`src/pn_config.svh`:
```
// Single-precision format constants
// Widths and limits shared by the post-normalisation pipeline
// and its testbench

`ifndef PN_CONFIG_SVH
`define PN_CONFIG_SVH

// Biased exponent field width
`define PN_EXP_W 8

// Unnormalised fraction from the add/subtract datapath
`define PN_FRACT_IN_W 48

// Stored mantissa, hidden bit excluded
`define PN_MANT_W 23

// Leading-zero count, wide enough to hold 48
`define PN_LZ_W 6

// Largest exponent field of a finite number
`define PN_EXP_MAX 254

// Position of the hidden one once the fraction is normalised
`define PN_HIDDEN_BIT 46

`endif

```
`src/pn_pkg.sv`:
```
// Post-normalisation package
// Rounding-mode encoding and the payloads carried between
// the pipeline stages

`default_nettype none

`include "pn_config.svh"

package pn_pkg;

	// ------------------------------------------------------------
	// Rounding mode, same encoding as the FPU rmode input
	typedef enum logic [1:0]
	{
		RM_NEAREST_EVEN = 2'd0,
		RM_TO_ZERO      = 2'd1,
		RM_TO_POS_INF   = 2'd2,
		RM_TO_NEG_INF   = 2'd3
	} rmode_t;

	// ------------------------------------------------------------
	// Stage 1 to stage 2
	// Raw operand plus its leading-zero count
	typedef struct packed
	{
		logic [`PN_EXP_W-1:0]      exp_in;
		logic [`PN_FRACT_IN_W-1:0] fract_in;
		logic [`PN_LZ_W-1:0]       lz;
	} lzc_payload_t;

	// ------------------------------------------------------------
	// Stage 2 to stage 3
	// Exponent is 0 for a denormal, mant holds the hidden bit on top
	typedef struct packed
	{
		logic signed [`PN_EXP_W:0] exp_norm;
		logic [`PN_MANT_W:0]       mant;
		logic                      guard;
		logic                      sticky;
	} norm_payload_t;

endpackage

`default_nettype wire

```
`src/pn_stream_if.sv`:
```
// Valid/ready stream between pipeline stages
// Carries sign and rounding mode beside a typed payload

`timescale 1ns/100ps
`default_nettype none

interface pn_stream_if #(
	parameter type T = logic
);

	logic           valid;
	logic           ready;
	logic           sign;
	pn_pkg::rmode_t rmode;
	T               payload;

	// Producer side
	modport src
	(
		output valid,
		output sign,
		output rmode,
		output payload,
		input  ready
	);

	// Consumer side
	modport dst
	(
		input  valid,
		input  sign,
		input  rmode,
		input  payload,
		output ready
	);

endinterface

`default_nettype wire

```
`src/pn_pipe_reg.sv`:
```
// Pipeline register for one stream stage
// Holds one item; accepts a new one when empty or when the
// downstream side takes the current one in the same cycle

`timescale 1ns/100ps
`default_nettype none

module pn_pipe_reg #(
	parameter type T = logic
) (
	input  wire      clk,
	input  wire      rst_n,
	pn_stream_if.dst up,
	pn_stream_if.src dn
);

	logic           valid_q;
	logic           sign_q;
	pn_pkg::rmode_t rmode_q;
	T               payload_q;
	logic           load;

	// Free slot, or the held item leaves this cycle
	assign up.ready = !valid_q || dn.ready;
	assign load = up.valid && up.ready;

	always_ff @(posedge clk)
	begin
		if (!rst_n)
			valid_q <= 1'b0;
		else if (up.ready)
			valid_q <= up.valid;
	end

	// Data only moves on an accepted transfer
	always_ff @(posedge clk)
	begin
		if (load)
		begin
			sign_q    <= up.sign;
			rmode_q   <= up.rmode;
			payload_q <= up.payload;
		end
	end

	assign dn.valid   = valid_q;
	assign dn.sign    = sign_q;
	assign dn.rmode   = rmode_q;
	assign dn.payload = payload_q;

endmodule

`default_nettype wire

```
`src/pn_lzc_stage.sv`:
```
// Stage 1 of post-normalisation
// Counts the leading zeros of the raw fraction from its top bit

`timescale 1ns/100ps
`default_nettype none

`include "pn_config.svh"

module pn_lzc_stage (
	input  wire                      clk,
	input  wire                      rst_n,
	input  wire                      in_valid,
	output logic                     in_ready,
	input  wire                      in_sign,
	input  wire pn_pkg::rmode_t      in_rmode,
	input  wire [`PN_EXP_W-1:0]      in_exp,
	input  wire [`PN_FRACT_IN_W-1:0] in_fract,
	pn_stream_if.src                 o
);

	localparam int LZ_W = `PN_LZ_W;

	pn_pkg::lzc_payload_t pl;

	pn_stream_if #(.T(pn_pkg::lzc_payload_t)) s ();

	// ------------------------------------------------------------
	// Leading-zero count
	// Scan upward so the highest set bit sets the count last;
	// an all-zero fraction keeps the full width
	always_comb
	begin
		pl.exp_in   = in_exp;
		pl.fract_in = in_fract;
		pl.lz       = LZ_W'(`PN_FRACT_IN_W);
		for (int b = 0; b < `PN_FRACT_IN_W; b++)
		begin
			if (in_fract[b])
				pl.lz = LZ_W'(`PN_FRACT_IN_W - 1 - b);
		end
	end

	// ------------------------------------------------------------
	// Into the stage register
	assign s.valid   = in_valid;
	assign s.sign    = in_sign;
	assign s.rmode   = in_rmode;
	assign s.payload = pl;
	assign in_ready  = s.ready;

	pn_pipe_reg #(.T(pn_pkg::lzc_payload_t)) u_reg (
		.clk   (clk),
		.rst_n (rst_n),
		.up    (s),
		.dn    (o)
	);

endmodule

`default_nettype wire

```
`src/pn_shift_stage.sv`:
```
// Stage 2 of post-normalisation
// Shifts the fraction to normal or denormal position, adjusts the
// exponent and splits off the guard and sticky bits

`timescale 1ns/100ps
`default_nettype none

`include "pn_config.svh"

module pn_shift_stage (
	input  wire      clk,
	input  wire      rst_n,
	pn_stream_if.dst i,
	pn_stream_if.src o
);

	localparam int EW = `PN_EXP_W + 1;
	localparam int GUARD_BIT = `PN_HIDDEN_BIT - `PN_MANT_W - 1;

	logic [EW-1:0]              exp_eff;
	logic [EW-1:0]              lz_m1;
	logic [EW-1:0]              shl;
	logic [EW-1:0]              exp_sh;
	logic [`PN_FRACT_IN_W-1:0]  shifted;
	logic                       lost;
	pn_pkg::lzc_payload_t       pin;
	pn_pkg::norm_payload_t      pl;

	pn_stream_if #(.T(pn_pkg::norm_payload_t)) n ();

	assign pin = i.payload;

	// A zero exponent field weighs like exponent 1
	assign exp_eff = (pin.exp_in == '0) ? EW'(1) : EW'(pin.exp_in);
	assign lz_m1   = EW'(pin.lz) - EW'(1);

	// ------------------------------------------------------------
	// Shift select
	always_comb
	begin
		shl = '0;
		if (pin.fract_in[`PN_FRACT_IN_W-1])
		begin
			// Carry out of the add, one place right
			shifted = pin.fract_in >> 1;
			lost    = pin.fract_in[0];
			exp_sh  = exp_eff + EW'(1);
		end
		else
		begin
			// Stop at exponent 1 so small values end up denormal
			shl     = (lz_m1 < exp_eff - EW'(1)) ? lz_m1 : exp_eff - EW'(1);
			shifted = pin.fract_in << shl;
			lost    = 1'b0;
			exp_sh  = exp_eff - shl;
		end
		// 256 is out of range either way, 255 overflows all the same
		if (exp_sh[EW-1])
			exp_sh = EW'(255);
	end

	// ------------------------------------------------------------
	// Output fields
	always_comb
	begin
		pl.exp_norm = shifted[`PN_HIDDEN_BIT] ? exp_sh : '0;
		pl.mant     = shifted[`PN_HIDDEN_BIT:`PN_HIDDEN_BIT-`PN_MANT_W];
		pl.guard    = shifted[GUARD_BIT];
		pl.sticky   = (|shifted[GUARD_BIT-1:0]) | lost;
	end

	assign n.valid   = i.valid;
	assign n.sign    = i.sign;
	assign n.rmode   = i.rmode;
	assign n.payload = pl;
	assign i.ready   = n.ready;

	pn_pipe_reg #(.T(pn_pkg::norm_payload_t)) u_reg (
		.clk   (clk),
		.rst_n (rst_n),
		.up    (n),
		.dn    (o)
	);

endmodule

`default_nettype wire

```
`src/pn_round_stage.sv`:
```
// Stage 3 of post-normalisation
// Rounds in the selected mode, handles overflow to infinity or
// the largest finite value, and packs the IEEE word with flags

`timescale 1ns/100ps
`default_nettype none

`include "pn_config.svh"

module pn_round_stage (
	input  wire                                  clk,
	input  wire                                  rst_n,
	pn_stream_if.dst                             i,
	output logic                                 out_valid,
	input  wire                                  out_ready,
	output logic [`PN_EXP_W+`PN_MANT_W:0]        out_result,
	output logic                                 out_overflow,
	output logic                                 out_underflow,
	output logic                                 out_inexact
);

	localparam int EXP_W = `PN_EXP_W;
	localparam int SUM_W = `PN_EXP_W + `PN_MANT_W + 1;

	// Magnitude only, the sign rides in the stream itself
	typedef struct packed
	{
		logic [`PN_EXP_W+`PN_MANT_W-1:0] mag;
		logic                            overflow;
		logic                            underflow;
		logic                            inexact;
	} res_t;

	pn_pkg::norm_payload_t pin;
	res_t                  pl;
	logic                  lost;
	logic                  inc;
	logic                  ovf;
	logic                  to_inf;
	logic [SUM_W-1:0]      rnd_sum;

	pn_stream_if #(.T(res_t)) r ();
	pn_stream_if #(.T(res_t)) q ();

	assign pin  = i.payload;
	assign lost = pin.guard | pin.sticky;

	// ------------------------------------------------------------
	// Round increment
	always_comb
	begin
		case (i.rmode)
			pn_pkg::RM_NEAREST_EVEN:
				inc = pin.guard & (pin.sticky | pin.mant[0]);
			pn_pkg::RM_TO_ZERO:
				inc = 1'b0;
			pn_pkg::RM_TO_POS_INF:
				inc = lost & !i.sign;
			default:
				inc = lost & i.sign;
		endcase
	end

	// Mantissa carry spills into the exponent, which also takes a
	// denormal up to the smallest normal
	assign rnd_sum = {pin.exp_norm, pin.mant[`PN_MANT_W-1:0]} + SUM_W'(inc);

	// ------------------------------------------------------------
	// Overflow
	assign ovf = rnd_sum[SUM_W-1:`PN_MANT_W] > `PN_EXP_MAX;

	// Infinity unless the mode rounds toward zero for this sign
	assign to_inf = (i.rmode == pn_pkg::RM_NEAREST_EVEN)
		|| (i.rmode == pn_pkg::RM_TO_POS_INF && !i.sign)
		|| (i.rmode == pn_pkg::RM_TO_NEG_INF && i.sign);

	always_comb
	begin
		if (ovf && to_inf)
			pl.mag = {{`PN_EXP_W{1'b1}}, {`PN_MANT_W{1'b0}}};
		else if (ovf)
			pl.mag = {EXP_W'(`PN_EXP_MAX), {`PN_MANT_W{1'b1}}};
		else
			pl.mag = rnd_sum[SUM_W-2:0];
		pl.overflow  = ovf;
		pl.underflow = (pin.exp_norm == '0) && lost;
		pl.inexact   = lost | ovf;
	end

	assign r.valid   = i.valid;
	assign r.sign    = i.sign;
	assign r.rmode   = i.rmode;
	assign r.payload = pl;
	assign i.ready   = r.ready;

	pn_pipe_reg #(.T(res_t)) u_reg (
		.clk   (clk),
		.rst_n (rst_n),
		.up    (r),
		.dn    (q)
	);

	// ------------------------------------------------------------
	// Result port
	assign out_valid     = q.valid;
	assign q.ready       = out_ready;
	assign out_result    = {q.sign, q.payload.mag};
	assign out_overflow  = q.payload.overflow;
	assign out_underflow = q.payload.underflow;
	assign out_inexact   = q.payload.inexact;

endmodule

`default_nettype wire

```
`src/pn_top.sv`:
```
// Floating-point post-normalisation and rounding unit
// Three-stage pipeline: leading-zero count, normalising shift,
// then rounding and packing into an IEEE single-precision word

`timescale 1ns/100ps
`default_nettype none

`include "pn_config.svh"

module pn_top (
	input  wire                             clk,
	input  wire                             rst_n,
	// Unnormalised operand
	input  wire                             in_valid,
	output logic                            in_ready,
	input  wire                             in_sign,
	input  wire pn_pkg::rmode_t             in_rmode,
	input  wire [`PN_EXP_W-1:0]             in_exp,
	input  wire [`PN_FRACT_IN_W-1:0]        in_fract,
	// Packed result and exception flags
	output logic                            out_valid,
	input  wire                             out_ready,
	output logic [`PN_EXP_W+`PN_MANT_W:0]   out_result,
	output logic                            out_overflow,
	output logic                            out_underflow,
	output logic                            out_inexact
);

	pn_stream_if #(.T(pn_pkg::lzc_payload_t))  lzc_s ();
	pn_stream_if #(.T(pn_pkg::norm_payload_t)) norm_s ();

	// ------------------------------------------------------------
	// Stage 1
	pn_lzc_stage u_lzc (
		.clk      (clk),
		.rst_n    (rst_n),
		.in_valid (in_valid),
		.in_ready (in_ready),
		.in_sign  (in_sign),
		.in_rmode (in_rmode),
		.in_exp   (in_exp),
		.in_fract (in_fract),
		.o        (lzc_s)
	);

	// Stage 2
	pn_shift_stage u_shift (
		.clk   (clk),
		.rst_n (rst_n),
		.i     (lzc_s),
		.o     (norm_s)
	);

	// Stage 3
	pn_round_stage u_round (
		.clk           (clk),
		.rst_n         (rst_n),
		.i             (norm_s),
		.out_valid     (out_valid),
		.out_ready     (out_ready),
		.out_result    (out_result),
		.out_overflow  (out_overflow),
		.out_underflow (out_underflow),
		.out_inexact   (out_inexact)
	);

endmodule

`default_nettype wire

```
`config.mk`:
```
export PLATFORM = sky130hd
export DESIGN_NAME = pn_top
export DESIGN_NICKNAME = d
export VERILOG_FILES = /design/src/pn_pkg.sv /design/src/pn_stream_if.sv /design/src/pn_pipe_reg.sv /design/src/pn_lzc_stage.sv /design/src/pn_shift_stage.sv /design/src/pn_round_stage.sv /design/src/pn_top.sv
export VERILOG_INCLUDE_DIRS = /design/src /design/src/src
export SDC_FILE = /design/constraint.sdc
export NUM_CORES = 1
export LEC_CHECK = 0
export BUFFER_PORTS_ARGS = -buffer_cell sky130_fd_sc_hd__buf_4
export CORE_AREA = 2 2 124 151
export DETAILED_ROUTE_END_ITERATION = 8
export DIE_AREA = 0 0 126 153
export GPL_TIMING_DRIVEN = 0
export PLACE_DENSITY = 0.8
export SLEW_MARGIN = 10
export SYNTH_ARGS = -nofsm -noshare
export SYNTH_HDL_FRONTEND = slang
export SYNTH_SLANG_ARGS = --single-unit
export TNS_END_PERCENT = 10
```
`constraint.sdc`:
```
create_clock -name clk -period 6.98 [get_ports clk]
set_input_delay 1.745 -clock clk [delete_from_list [all_inputs] [get_ports clk]]
set_output_delay 1.745 -clock clk [all_outputs]
set_load 0.03 [all_outputs]
```
==> results by stage <==
Clocking:
- At the later pin of the worst-skew pair, clock insertion delay measures 440 ps.
- Hold repair after CTS inserted 0 buffers.
- The maximum root-to-sink buffer count is 2.
- The clock sink count is 139.
- Clock tree synthesis inserted a total of 17 buffers.
- The H-tree was split into 4 levels.
- TritonCTS built the clock tree.
- After clock tree synthesis, the clock-pin slew on the worst setup and hold paths is about 70 ps.
- The root cell of the clock tree is sky130_fd_sc_hd__clkbuf_16.

Logic synthesis:
- After synthesis, the share of flip-flops with an asynchronous set or reset is 0%.
- The synthesized design spends more area on one cell type than any other, namely sky130_fd_sc_hd__edfxtp_1.
- The gate count after technology mapping is 1153.
- The synthesized design contains 139 register bits.
- The sequential-to-total area share from yosys stat is 39.33%.
- The area of the mapped netlist is 10540 µm².
- The most used flip-flop cell after synthesis is sky130_fd_sc_hd__edfxtp_1.
- The number of warnings printed during yosys synthesis is 0.
- In the post-synthesis netlist, the cell with the most instances is sky130_fd_sc_hd__nand2_1.
- By count the netlist is led by 139 x sky130_fd_sc_hd__nand2_1, 136 x sky130_fd_sc_hd__edfxtp_1, 104 x sky130_fd_sc_hd__nor2_1.
- The top cell type by area accounts for 38.76% of the synthesized area.
- In this run, distinct cell masters in the synthesized netlist total 86.
- In the post-synthesis netlist, the biggest area contributors are sky130_fd_sc_hd__edfxtp_1 39%, sky130_fd_sc_hd__mux2i_1 6.5%, sky130_fd_sc_hd__nand2_1 5.0%.
- The synthesized design contains 136 enable-type register cells.
- Counting every net in the synthesized netlist gives ~1.2k.
- The mean instance size in the synthesized netlist is a little over 9 µm².

Cells and area:
- After the flow finishes, the layout carries non-filler instances totaling 1516.
- For this run, the share of the core covered by cells in the final layout is 69.40%.
- The area growth from synthesis to layout is 17.49%.
- After the last flow step, the layout net total stands at 1364.
- The share of cells above drive strength 1 is 18.05%.

Floorplanning:
- The initial core utilization is between 50% and 60%.
- The area of the die is 19280 µm².
- The width of the chip is 126 µm.
- The row count is 54.
- The area of the core is 17840 µm².
- The floorplan die height is 153 µm.
- The count of boundary I/O pins is 100.

Critical path:
- For the worst setup path, the data arrival time is just under 7000 ps.
- The worst setup path is launched from a flip-flop.
- The kind of critical path is flip-flop to flip-flop.
- The highest fanout seen on the critical path is 19.
- The most numerous cell type found on the critical path is sky130_fd_sc_hd__ha_1.
- The cell family contributing the most delay on the critical path is compound AO/OA/AOI/OAI gates.
- The number of buffers and inverters on the critical path is 5.
- The required time of the worst setup path is between 7000 and 8000 ps.
- The endpoint kind of the worst setup timing path is a flip-flop.
- Setup slack on the worst reg-to-reg path comes out at roughly 430 ps.
- The slowest stage of the critical path is the sky130_fd_sc_hd__edfxtp_1 cell.
- The depth of the most critical reg-to-reg path is 30.
- The startpoint identified for the worst register-to-register timing path is u_lzc.u_reg.dn.payload[55].
- The maximum single-stage delay on the critical path is between 400 and 500 ps.
- In this run the critical register-to-register path is captured at u_shift.u_reg.dn.payload[30].

Global routing:
- Global routing used about 38% of the available tracks across all layers.
- The number of antenna violations at the first check in global routing is 1.
- The total overflow left after global routing is 0.
- The first global-routing pass estimated 55840 µm of wire.
- Entering global routing, the biggest net connects 36 pins.
- The number of global-route vias before repair is 10.07k.

Min path:
- For hold timing, the worst endpoint is u_shift.u_reg.dn.sign.
- The cell depth of the worst min-delay path is 0.
- The worst hold path begins at u_lzc.u_reg.dn.sign.
- The class of the tightest hold or removal check is flip-flop to flip-flop.

Routing:
- The count of antenna-violating nets left after detailed routing is 0.
- The routed length per instance is 24.01 µm.
- The via density per instance is ~6.8.
- The total wirelength of the detailed-routed design is 36400 µm.
- The first TritonRoute pass finished after 7 iterations.
- The total via count in the routed design is 10.34k.
- The number of DRC markers after the initial detailed-route iteration is roughly 1.1k.
- The remaining routing DRC violations is 0.

STA:
- Clock skew on the completed layout was measured at roughly 13 ps.
- The final critical path takes up 93.88% of the cycle.
- The final period demand of the worst path is 6553 ps.
- For the pin with the worst max-slew slack, the measured transition is 1326 ps.
- The total of endpoints with negative setup slack in the final report is 0.
- The worst slew margin relative to its limit is a little over a tenth.
- The worst hold slack after final layout is 422.1 ps.
- The number of hold violations in the final report came to 0.
- Timing would allow up to ~150 MHz.
- The max-slew violation count came to 0.

Power and ir drop:
- Of the total power, the clock network draws 25.7%.
- Summed over all cells, the static leakage comes to 0.004751 µW.
- Internal power comes to 1986 µW.
- Net switching is 41.46% of the power.
- IR analysis of the VDD net gives a maximum drop of 0.0001728 V.
- The proportion of power drawn by flip-flops and latches is 31.8%.
- The proportion of power drawn by combinational gates is 42.4%.
- The analysis attributes to net switching a power of roughly 1400 µW.
- Dividing total power by cell area gives a power density of between 200 and 300 nW/µm².

Placed design:
- In this run the tool buffered the top-level ports with 99 buffer cells.
- The half-perimeter wire length of the detailed placement result is 28170 µm.
- The congestion estimate from routability-driven global placement came to between 1 and 1.5.
- Including well taps, the total number of placed cells is 1479.

Run status:
- The run finished with clean final reports.

Run:
- Max-cap violations in this run came to 0.
==> metal layers <==
metal  up-vias  track usage, %  part of all wire [%]
met3       171           7.245                   8.0
li1       4647               -                     -
met2       645           62.21                    48
met5         -               0                     0
met1      4880           43.56                    36
met4         0           26.16                   7.5
==> worst reg2reg max path: cells and delay by family, from the launching register on <==
kind	cells	cell delay, ps
buf+inv	5	880
simple gates	8	1350
xor+xnor	3	480
compound gates	10	2070
flops	1	460
fa+ha+maj	4	1110
==> worst max-delay path by stage <==
stage | endpoint | startpoint | slack, ps | cells after the start
after floorplan | u_shift.u_reg.dn.payload[26] | u_lzc.u_reg.dn.payload[59] | 610 | 30
after global placement | u_shift.u_reg.dn.payload[26] | u_lzc.u_reg.dn.payload[59] | -490 | 30
after detailed placement | u_shift.u_reg.dn.payload[26] | u_lzc.u_reg.dn.payload[59] | -630 | 30
after CTS | u_shift.u_reg.dn.payload[26] | u_lzc.u_reg.dn.payload[54] | 20 | 32
after global routing | u_shift.u_reg.dn.payload[28] | u_lzc.u_reg.dn.payload[55] | -3 | 30
final | u_shift.u_reg.dn.payload[30] | u_lzc.u_reg.dn.payload[55] | 430 | 30
==> power by group through the flow <==
stage / clock network [µW] / logic [µW] / registers, µW
after detailed placement: 0 / 1350 / 1090
after global placement: 0 / 1340 / 1090
after floorplan: 0 / 937 / 1080
after global routing: 909 / 1520 / 1080
after CTS: 875 / 1370 / 1080
final: 873 / 1440 / 1080
==> registers in the layout (all words and copies together), names as in the netlist <==
register and count:
u_shift.u_reg.dn.valid 1, u_round.u_reg.dn.sign 1, u_round.u_reg.dn.valid 1, u_round.u_reg.dn.payload 34, u_lzc.u_reg.dn.payload 62, u_lzc.u_reg.dn.rmode 2
u_shift.u_reg.dn.rmode 2, u_lzc.u_reg.dn.valid 1, u_shift.u_reg.dn.payload 33, u_shift.u_reg.dn.sign 1, u_lzc.u_reg.dn.sign 1
==> cells in the final DEF, fill, tap and decap left out, types with 26 or more instances in the layout <==
cell type and instances:
sky130_fd_sc_hd__a211oi_1 32, sky130_fd_sc_hd__o21ai_0 58, sky130_fd_sc_hd__nand2_1 139, sky130_fd_sc_hd__clkbuf_1 26
sky130_fd_sc_hd__inv_1 37, sky130_fd_sc_hd__a21oi_1 88, sky130_fd_sc_hd__nand3_1 57, sky130_fd_sc_hd__mux2i_1 67
sky130_fd_sc_hd__edfxtp_1 136, sky130_fd_sc_hd__buf_4 117, sky130_fd_sc_hd__nor2_1 104
==> metrics by stage <==
stage	total power, µW	TNS [ps]	worst slack [ps]	cell area, µm²
after floorplan	2015	0	606.8	10540
after global placement	2434	-3205	-491.3	11560
after detailed placement	2443	-4342	-625.4	11670
after CTS	3319	0	15.23	12290
after global routing	3516	-3.178	-3.178	12380
final	3393	0	426.9	12380
==> layout make-up <==
class | count | area (µm²)
tap | 224 | 280.3
antenna | 1 | 2.502
timing repair buffer | 112 | 893.4
inverter | 39 | 148.9
sequential | 139 | 4144
fill | 1409 | 5458
clock buffer | 17 | 425.4
buffer | 59 | 316.6
multi-input combinational | 910 | 6035
clock inverter | 15 | 133.9
==> kinds of logic (layout without fill, tap and decap cells) <==
logic type	after synthesis	after routing	synth area share (%)
AOI/OAI and AO/OA	359	360	23.82
xor gates and xnor gates	44	44	3.658
adders and majority gates	23	23	2.802
buffers and inverters	105	242	4.560
DFF	139	139	39.33
muxes	83	83	8.170
other	0	1	0
and+or+nand+nor	400	400	17.66
==> repair_timing <==
action,4_1_cts,5_1_grt
endpoints found under the setup margin,8,8
gates resized for setup,7,16
cloned,1,0
buffers inserted,3,7
pin swaps,3,3
Power figures use the tool's default switching activity.
